`src/verilog/noc_pkg.sv`:
```
`default_nettype none

package noc_pkg;

    localparam int FLIT_W     = 16;
    localparam int HDR_W      = 6;
    localparam int PAYLOAD_W  = FLIT_W - HDR_W;
    localparam int NUM_NODES  = 4;
    localparam int FIFO_DEPTH = 8;

    typedef logic [FLIT_W-1:0]            flit_t;
    // 4-bit group above a 2-bit leaf
    typedef logic [HDR_W-1:0]             route_addr_t;
    typedef logic [HDR_W-1:0]             gpu_id_t;
    typedef logic [$clog2(NUM_NODES)-1:0] node_idx_t;

    // Node 0 is GPU 9, the rest follow in order
    localparam gpu_id_t BASE_GPU_ID = 6'd9;

    // GPU IDs 1 to 32 sit at addresses 4 to 35
    function automatic route_addr_t to_route_addr(input gpu_id_t id);
        if (id >= 6'd1 && id <= 6'd32) begin
            return id + 6'd3;
        end
        return '0;
    endfunction

    function automatic gpu_id_t to_gpu_id(input route_addr_t addr);
        if (addr >= 6'd4 && addr <= 6'd35) begin
            return addr - 6'd3;
        end
        return '0;
    endfunction

endpackage

`default_nettype wire

```
`src/verilog/node_link_if.sv`:
```
`timescale 1ns/100ps
`default_nettype none

interface node_link_if;

    // Transmit request from the node towards the bus
    logic                tx_valid;
    noc_pkg::flit_t      tx_data;
    logic                tx_ready;

    // Shared bus, same value on every link
    logic                bus_valid;
    noc_pkg::flit_t      bus_data;

    // Receive side claim of the current bus flit
    logic                rx_match;
    logic                rx_ready;

    modport ni (
        output tx_valid,
        output tx_data,
        input  tx_ready,
        input  bus_valid,
        input  bus_data,
        output rx_match,
        output rx_ready
    );

    modport arb (
        input  tx_valid,
        input  tx_data,
        output tx_ready,
        output bus_valid,
        output bus_data,
        input  rx_match,
        input  rx_ready
    );

endinterface

`default_nettype wire

```
`src/verilog/flit_fifo.sv`:
```
`timescale 1ns/100ps
`default_nettype none

module flit_fifo (
    input  wire logic           clk,
    input  wire logic           reset,
    input  noc_pkg::flit_t      in_data,
    input  wire logic           in_valid,
    output logic                in_ready,
    output noc_pkg::flit_t      out_data,
    output logic                out_valid,
    input  wire logic           out_ready
);

    noc_pkg::flit_t mem [noc_pkg::FIFO_DEPTH];

    logic [$clog2(noc_pkg::FIFO_DEPTH)-1:0]   wr_ptr;
    logic [$clog2(noc_pkg::FIFO_DEPTH)-1:0]   rd_ptr;
    logic [$clog2(noc_pkg::FIFO_DEPTH+1)-1:0] count;

    logic wr_en;
    logic rd_en;

    assign in_ready  = (count != noc_pkg::FIFO_DEPTH);
    assign out_valid = (count != '0);
    assign out_data  = mem[rd_ptr];

    assign wr_en = in_valid && in_ready;
    assign rd_en = out_valid && out_ready;

    // Storage has no reset, only the pointers do
    always_ff @(posedge clk) begin
        if (wr_en) begin
            mem[wr_ptr] <= in_data;
        end
    end

    always_ff @(posedge clk or posedge reset) begin
        if (reset) begin
            wr_ptr <= '0;
            rd_ptr <= '0;
            count  <= '0;
        end else begin
            if (wr_en) begin
                wr_ptr <= (wr_ptr == noc_pkg::FIFO_DEPTH - 1) ? '0 : wr_ptr + 1'b1;
            end
            if (rd_en) begin
                rd_ptr <= (rd_ptr == noc_pkg::FIFO_DEPTH - 1) ? '0 : rd_ptr + 1'b1;
            end
            // Simultaneous push and pop keep the count
            case ({wr_en, rd_en})
                2'b10:   count <= count + 1'b1;
                2'b01:   count <= count - 1'b1;
                default: count <= count;
            endcase
        end
    end

endmodule

`default_nettype wire

```
`src/verilog/gpu_ni.sv`:
```
`timescale 1ns/100ps
`default_nettype none

module gpu_ni #(
    parameter noc_pkg::gpu_id_t node_id = noc_pkg::BASE_GPU_ID
) (
    input  wire logic           clk,
    input  wire logic           reset,

    // GPU transmit side
    input  noc_pkg::flit_t      gpu_tx_data,
    input  wire logic           gpu_tx_valid,
    output logic                gpu_tx_ready,

    // GPU receive side
    output noc_pkg::flit_t      gpu_rx_data,
    output logic                gpu_rx_valid,
    input  wire logic           gpu_rx_ready,

    node_link_if.ni             link
);

    localparam noc_pkg::route_addr_t own_addr = noc_pkg::to_route_addr(node_id);

    noc_pkg::gpu_id_t      tx_dest_id;
    noc_pkg::route_addr_t  tx_addr;
    noc_pkg::flit_t        tx_flit;

    noc_pkg::route_addr_t  bus_hdr;
    noc_pkg::gpu_id_t      rx_src_id;
    noc_pkg::flit_t        rx_flit;
    logic                  rx_push;
    logic                  rx_room;

    // Outbound: destination GPU ID becomes the routing address
    assign tx_dest_id = gpu_tx_data[noc_pkg::FLIT_W-1 -: noc_pkg::HDR_W];
    assign tx_addr    = noc_pkg::to_route_addr(tx_dest_id);
    assign tx_flit    = {tx_addr, gpu_tx_data[noc_pkg::PAYLOAD_W-1:0]};

    flit_fifo tx_fifo_inst (
        .clk       (clk),
        .reset     (reset),
        .in_data   (tx_flit),
        .in_valid  (gpu_tx_valid),
        .in_ready  (gpu_tx_ready),
        .out_data  (link.tx_data),
        .out_valid (link.tx_valid),
        .out_ready (link.tx_ready)
    );

    // Inbound: claim bus flits carrying our own address
    assign bus_hdr       = link.bus_data[noc_pkg::FLIT_W-1 -: noc_pkg::HDR_W];
    assign link.rx_match = (bus_hdr == own_addr);
    assign link.rx_ready = rx_room;

    // Header goes back to a GPU ID before it reaches the GPU
    assign rx_src_id = noc_pkg::to_gpu_id(bus_hdr);
    assign rx_flit   = {rx_src_id, link.bus_data[noc_pkg::PAYLOAD_W-1:0]};

    // Push happens exactly when the arbiter sees the transfer complete
    assign rx_push = link.bus_valid && link.rx_match;

    flit_fifo rx_fifo_inst (
        .clk       (clk),
        .reset     (reset),
        .in_data   (rx_flit),
        .in_valid  (rx_push),
        .in_ready  (rx_room),
        .out_data  (gpu_rx_data),
        .out_valid (gpu_rx_valid),
        .out_ready (gpu_rx_ready)
    );

endmodule

`default_nettype wire

```
`src/verilog/bus_arbiter.sv`:
```
`timescale 1ns/100ps
`default_nettype none

module bus_arbiter (
    input  wire logic   clk,
    input  wire logic   reset,
    node_link_if.arb    links [noc_pkg::NUM_NODES],
    output logic [15:0] drop_count
);

    logic [noc_pkg::NUM_NODES-1:0] req;
    logic [noc_pkg::NUM_NODES-1:0] match;
    logic [noc_pkg::NUM_NODES-1:0] ready;
    noc_pkg::flit_t                req_data [noc_pkg::NUM_NODES];

    noc_pkg::node_idx_t ptr;
    noc_pkg::node_idx_t grant;
    logic               bus_valid;
    noc_pkg::flit_t     bus_data;
    logic               complete;
    logic               drop;

    // Search starts at the pointer, first requester wins
    always_comb begin
        noc_pkg::node_idx_t cand;
        grant     = ptr;
        bus_valid = 1'b0;
        for (int off = 0; off < noc_pkg::NUM_NODES; off++) begin
            cand = ptr + noc_pkg::node_idx_t'(off);
            if (!bus_valid && req[cand]) begin
                grant     = cand;
                bus_valid = 1'b1;
            end
        end
    end

    assign bus_data = req_data[grant];

    // Unclaimed flits complete at once and are counted as drops
    assign drop     = bus_valid && (match == '0);
    assign complete = drop || (bus_valid && ((match & ready) != '0));

    for (genvar g = 0; g < noc_pkg::NUM_NODES; g++) begin : g_link
        assign req[g]             = links[g].tx_valid;
        assign req_data[g]        = links[g].tx_data;
        assign match[g]           = links[g].rx_match;
        assign ready[g]           = links[g].rx_ready;
        assign links[g].bus_valid = bus_valid;
        assign links[g].bus_data  = bus_data;
        assign links[g].tx_ready  = complete && (grant == noc_pkg::node_idx_t'(g));
    end

    // A stalled winner keeps top priority, so the grant holds
    always_ff @(posedge clk or posedge reset) begin
        if (reset) begin
            ptr <= '0;
        end else if (complete) begin
            ptr <= grant + 1'b1;
        end else if (bus_valid) begin
            ptr <= grant;
        end
    end

    always_ff @(posedge clk or posedge reset) begin
        if (reset) begin
            drop_count <= '0;
        end else if (drop && drop_count != '1) begin
            drop_count <= drop_count + 1'b1;
        end
    end

endmodule

`default_nettype wire

```
`src/verilog/gpu_cluster.sv`:
```
`timescale 1ns/100ps
`default_nettype none

module gpu_cluster (
    input  wire logic                                     clk,
    input  wire logic                                     reset,

    // One flit lane per node, node 0 in the low bits
    input  noc_pkg::flit_t [noc_pkg::NUM_NODES-1:0]       gpu_tx_data,
    input  wire logic      [noc_pkg::NUM_NODES-1:0]       gpu_tx_valid,
    output logic           [noc_pkg::NUM_NODES-1:0]       gpu_tx_ready,

    output noc_pkg::flit_t [noc_pkg::NUM_NODES-1:0]       gpu_rx_data,
    output logic           [noc_pkg::NUM_NODES-1:0]       gpu_rx_valid,
    input  wire logic      [noc_pkg::NUM_NODES-1:0]       gpu_rx_ready,

    output logic           [15:0]                         drop_count
);

    node_link_if link [noc_pkg::NUM_NODES] ();

    // Node g is GPU BASE_GPU_ID + g
    for (genvar g = 0; g < noc_pkg::NUM_NODES; g++) begin : g_node
        gpu_ni #(
            .node_id (noc_pkg::gpu_id_t'(noc_pkg::BASE_GPU_ID + g))
        ) gpu_ni_inst (
            .clk          (clk),
            .reset        (reset),
            .gpu_tx_data  (gpu_tx_data[g]),
            .gpu_tx_valid (gpu_tx_valid[g]),
            .gpu_tx_ready (gpu_tx_ready[g]),
            .gpu_rx_data  (gpu_rx_data[g]),
            .gpu_rx_valid (gpu_rx_valid[g]),
            .gpu_rx_ready (gpu_rx_ready[g]),
            .link         (link[g])
        );
    end

    bus_arbiter bus_arbiter_inst (
        .clk        (clk),
        .reset      (reset),
        .links      (link),
        .drop_count (drop_count)
    );

endmodule

`default_nettype wire

```
`config.mk`:
```
export PLATFORM = sky130hd
export DESIGN_NAME = gpu_cluster
export DESIGN_NICKNAME = d
export VERILOG_FILES = /design/src/verilog/noc_pkg.sv /design/src/verilog/node_link_if.sv /design/src/verilog/flit_fifo.sv /design/src/verilog/gpu_ni.sv /design/src/verilog/bus_arbiter.sv /design/src/verilog/gpu_cluster.sv
export SDC_FILE = /design/constraint.sdc
export NUM_CORES = 1
export LEC_CHECK = 0
export BUFFER_PORTS_ARGS = -buffer_cell sky130_fd_sc_hd__buf_2
export CAP_MARGIN = 20
export CORE_UTILIZATION = 47
export DETAILED_ROUTE_END_ITERATION = 10
export PLACE_DENSITY = 0.65
export REMOVE_ABC_BUFFERS = 1
export SYNTH_ARGS = -nofsm -noshare
export SYNTH_HDL_FRONTEND = slang
export SYNTH_SLANG_ARGS = --single-unit
```
`constraint.sdc`:
```
create_clock -name clk -period 13.9 [get_ports clk]
set_input_delay 2.78 -clock clk [delete_from_list [all_inputs] [get_ports clk]]
set_output_delay 2.78 -clock clk [all_outputs]
set_load 0.01 [all_outputs]
```
==> out/metrics.cfg <==
[die]
initial_core_util_pct=47.7
die_w_microns=314
ios=162
std_cell_rows=113
core_sq_um=95600
dieArea_sq_um=98300
dieHeight_microns=314

[power]
ir_drop_mv=0.245
seqPwrFrac_pct=40.9
power_frac_comb_pct=36.3
power_per_cell_area_nw_per_um2=250
swShare_pct=35.4
netSwitchingPower_mw=4.63
clkPwrFrac_pct=22.8
p_int_mw=8.47
p_leak_nw=18.0

[timing]
slew_viol_final=0
slew_headroom_pct=25.1
timing.fmax_mhz=177
fin_crit_sh_pct=40.7
grt_setup_unrepaired=no
worstMarginPinSlew_ns=1.11
setup_tns_ns=0
hold_viol_final=0
layout_min_cycle_time_ns=5.66
finClkSkew_ns=0.0346
setup_viol=0

[global_route]
grt_pass1_wl_mm=147
grt.total_usage_pct=20.1
antenna_found_initial=8
grt_overflow=0
grt_max_degree=67
grt_pass1_vias=23500

[finish]
final_common_cell=edfxtp_1
stdcell_area_sq_um=52500
drive_gt1_share_pct=32.5
nets=2693
syn2layout_area_growth_pct=15.0
layout_common_cells=1,024 x edfxtp_1, 256 x mux4_2, 161 x buf_2

[worst_setup_path]
cp_max_fo=20
crit_arrival_ns=2.88
rr_worst_depth=14
r2r_end=g_node[3].gpu_ni_inst.rx_fifo_inst.count[3]$_DFFE_PP0P_
crit_path_start_kind=flip-flop
endpoint_kind=primary output
reg2reg_from=g_node[1].gpu_ni_inst.tx_fifo_inst.count[0]$_DFFE_PP0P_
r2r_slack_ns=8.50
cp.required_ns=11.12
criticalPathCategory=flip-flop to primary output
crit_start=g_node[2].gpu_ni_inst.rx_fifo_inst.rd_ptr[0]$_DFFE_PP0P_

[synth]
postSynthCellCount=2284
yosysWarnings=0
async_reset_ff_share_pct=8.73
synth_cell_types=63
synth_ff_type=edfxtp_1
netlist_area_sq_um=45600
syn_avg_cell_area_sq_um=20.0
yosysSeqAreaShare_pct=72.8
synth_edf_count=1024
ys_ff_latch=1122

[cts]
clock_path_buffers=3
htree_levels=3
post_cts_resized=0
clock_latency_ns=0.70
root_buffer=clkbuf_16
postCtsHoldBufs=0
clk_pin_slew_worst_paths_ns=0.06
postCtsSetupBuffers=0
numCtsBuffers=109
cts_tree=done
numClockSinks=1122

[placed_design]
placed_area_sq_um=48700
hpwl_mm=60.7
gp_congestion=0.802
port_buffers=161

[min_path]
min_from=bus_arbiter_inst.drop_count[11]$_DFFE_PP0P_
min_path_type=flip-flop to flip-flop
holdPathEnd=bus_arbiter_inst.drop_count[11]$_DFFE_PP0P_
worstHoldPathCells=1

[drt]
drtIter0Drc=1810
dr.pass1.iters=5
wirelength_mm=97.2
drc=0
avgViaCountPerCell=5.71
vias=22300
wl_per_cell_microns=24.9
drtAntennaViolNets=0

[run_status]
outcome=finished clean

[job]
drv_cap=0

[Yosys cell counts, types with 5 or more instances]
| library cell | n | area, sq um |
|---|---|---|
| ha_1 | 73 | 913 |
| nand2_1 | 85 | 319 |
| buf_2 | 11 | 55.1 |
| mux4_2 | 256 | 5770 |
| nor2b_1 | 5 | 31.3 |
| inv_1 | 56 | 210 |
| nor2_1 | 66 | 248 |
| xor2_1 | 41 | 359 |
| a21oi_1 | 16 | 80.1 |
| dfrtp_1 | 98 | 2450 |
| buf_1 | 26 | 97.6 |
| edfxtp_1 | 1024 | 30700 |
| mux2_1 | 25 | 282 |
| clkbuf_1 | 53 | 199 |
| nor3_1 | 50 | 250 |
| nor4_1 | 19 | 119 |
| fa_1 | 8 | 160 |
| nand2b_1 | 22 | 138 |
| mux2i_1 | 78 | 781 |
| buf_4 | 8 | 60.1 |
| nand3_1 | 25 | 125 |
| a21o_1 | 16 | 120 |
| xnor2_1 | 21 | 184 |
| o21ai_0 | 40 | 200 |
| a31oi_1 | 8 | 50.1 |
| nor4b_2 | 9 | 135 |
| mux2_2 | 85 | 957 |
[worst max-delay path by stage]
| stage | slack, ns | to |
|---|---|---|
| 2_1_floorplan | 8.39 | g_node[1].gpu_ni_inst.rx_fifo_inst.mem[4][0]$_DFFE_PP_ |
| 3_3_place_gp | 8.70 | g_node[3].gpu_ni_inst.rx_fifo_inst.count[3]$_DFFE_PP0P_ |
| 3_5_place_dp | 8.56 | g_node[3].gpu_ni_inst.rx_fifo_inst.count[3]$_DFFE_PP0P_ |
| 4_1_cts | 8.14 | gpu_rx_data[33] |
| 5_1_grt | 8.06 | gpu_rx_data[33] |
| 6_report | 8.24 | gpu_rx_data[36] |
[power groups by stage]
stage          sequential [mW]  clock [mW]  combinational [mW]
2_1_floorplan             5.58           0                2.65
3_5_place_dp              5.48           0                4.77
3_3_place_gp              5.44           0                4.59
5_1_grt                   5.41        3.16                5.13
4_1_cts                   5.41        3.04                4.78
6_report                  5.36        2.98                4.75
[logic make-up (layout without fill, tap and decap cells)]
logic type               count (synthesis)  after routing  synth area share (%)
AO/OA/AOI/OAI                          110            110                  1.68
XOR/XNOR                                62             62                  1.19
adder cells (fa/ha/maj)                 81             81                  2.35
buffers and inverters                  159            508                  1.44
flip-flops                            1122           1122                  72.8
multiplexers                           445            445                  17.1
other                                    0              2                     0
AND/OR/NAND/NOR                        305            305                  3.47
[through the flow]
stage / setup WS, ns / hold slack [ns] / total power [mW] / instances / util (%)
after floorplan: 8.39 / 0.454 / 8.22 / 2184 / -
after global placement: 8.70 / 0.470 / 10.0 / 3678 / 50.9
after detailed placement: 8.56 / 0.483 / 10.2 / 3682 / 50.9
after CTS: 8.14 / 0.491 / 13.2 / 3888 / 54.7
after global routing: 8.06 / 0.498 / 13.7 / 3898 / 54.9
final: 8.24 / 0.489 / 13.1 / 3900 / 54.9
[worst max-delay path, cell delays in order, from the launching register on]
cell and delay [ns]:
dfrtp_2 0.71, buf_4 0.46, mux4_2 0.56, mux2_2 0.31
buf_2 0.15
[flip-flops by register name, indices dropped and copies added (netlist names), 16 cells and up]
register / count
bus_arbiter_inst.drop_count: 16
g_node.gpu_ni_inst.rx_fifo_inst.count: 16
g_node.gpu_ni_inst.rx_fifo_inst.mem: 512
g_node.gpu_ni_inst.tx_fifo_inst.count: 16
g_node.gpu_ni_inst.tx_fifo_inst.mem: 512
[per-layer routing]
layer / track usage, % / routed length, microns
met3: 3.17 / 4230
met2: 35.0 / 50800
met5: 0 / 72
met1: 26.4 / 40300
met4: 4.90 / 1810
[cell type report]
cell class / count / area [sq um]
Clock inverter: 69 / 731
Tap cell: 1265 / 1580
Inverter: 59 / 225
Timing Repair Buffer: 243 / 1510
Antenna cell: 2 / 5.00
Fill cell: 7223 / 43100
Sequential cell: 1122 / 33200
Multi-Input combinational cell: 1003 / 12300
Clock buffer: 137 / 2940
(Power assumes the default switching activity.)
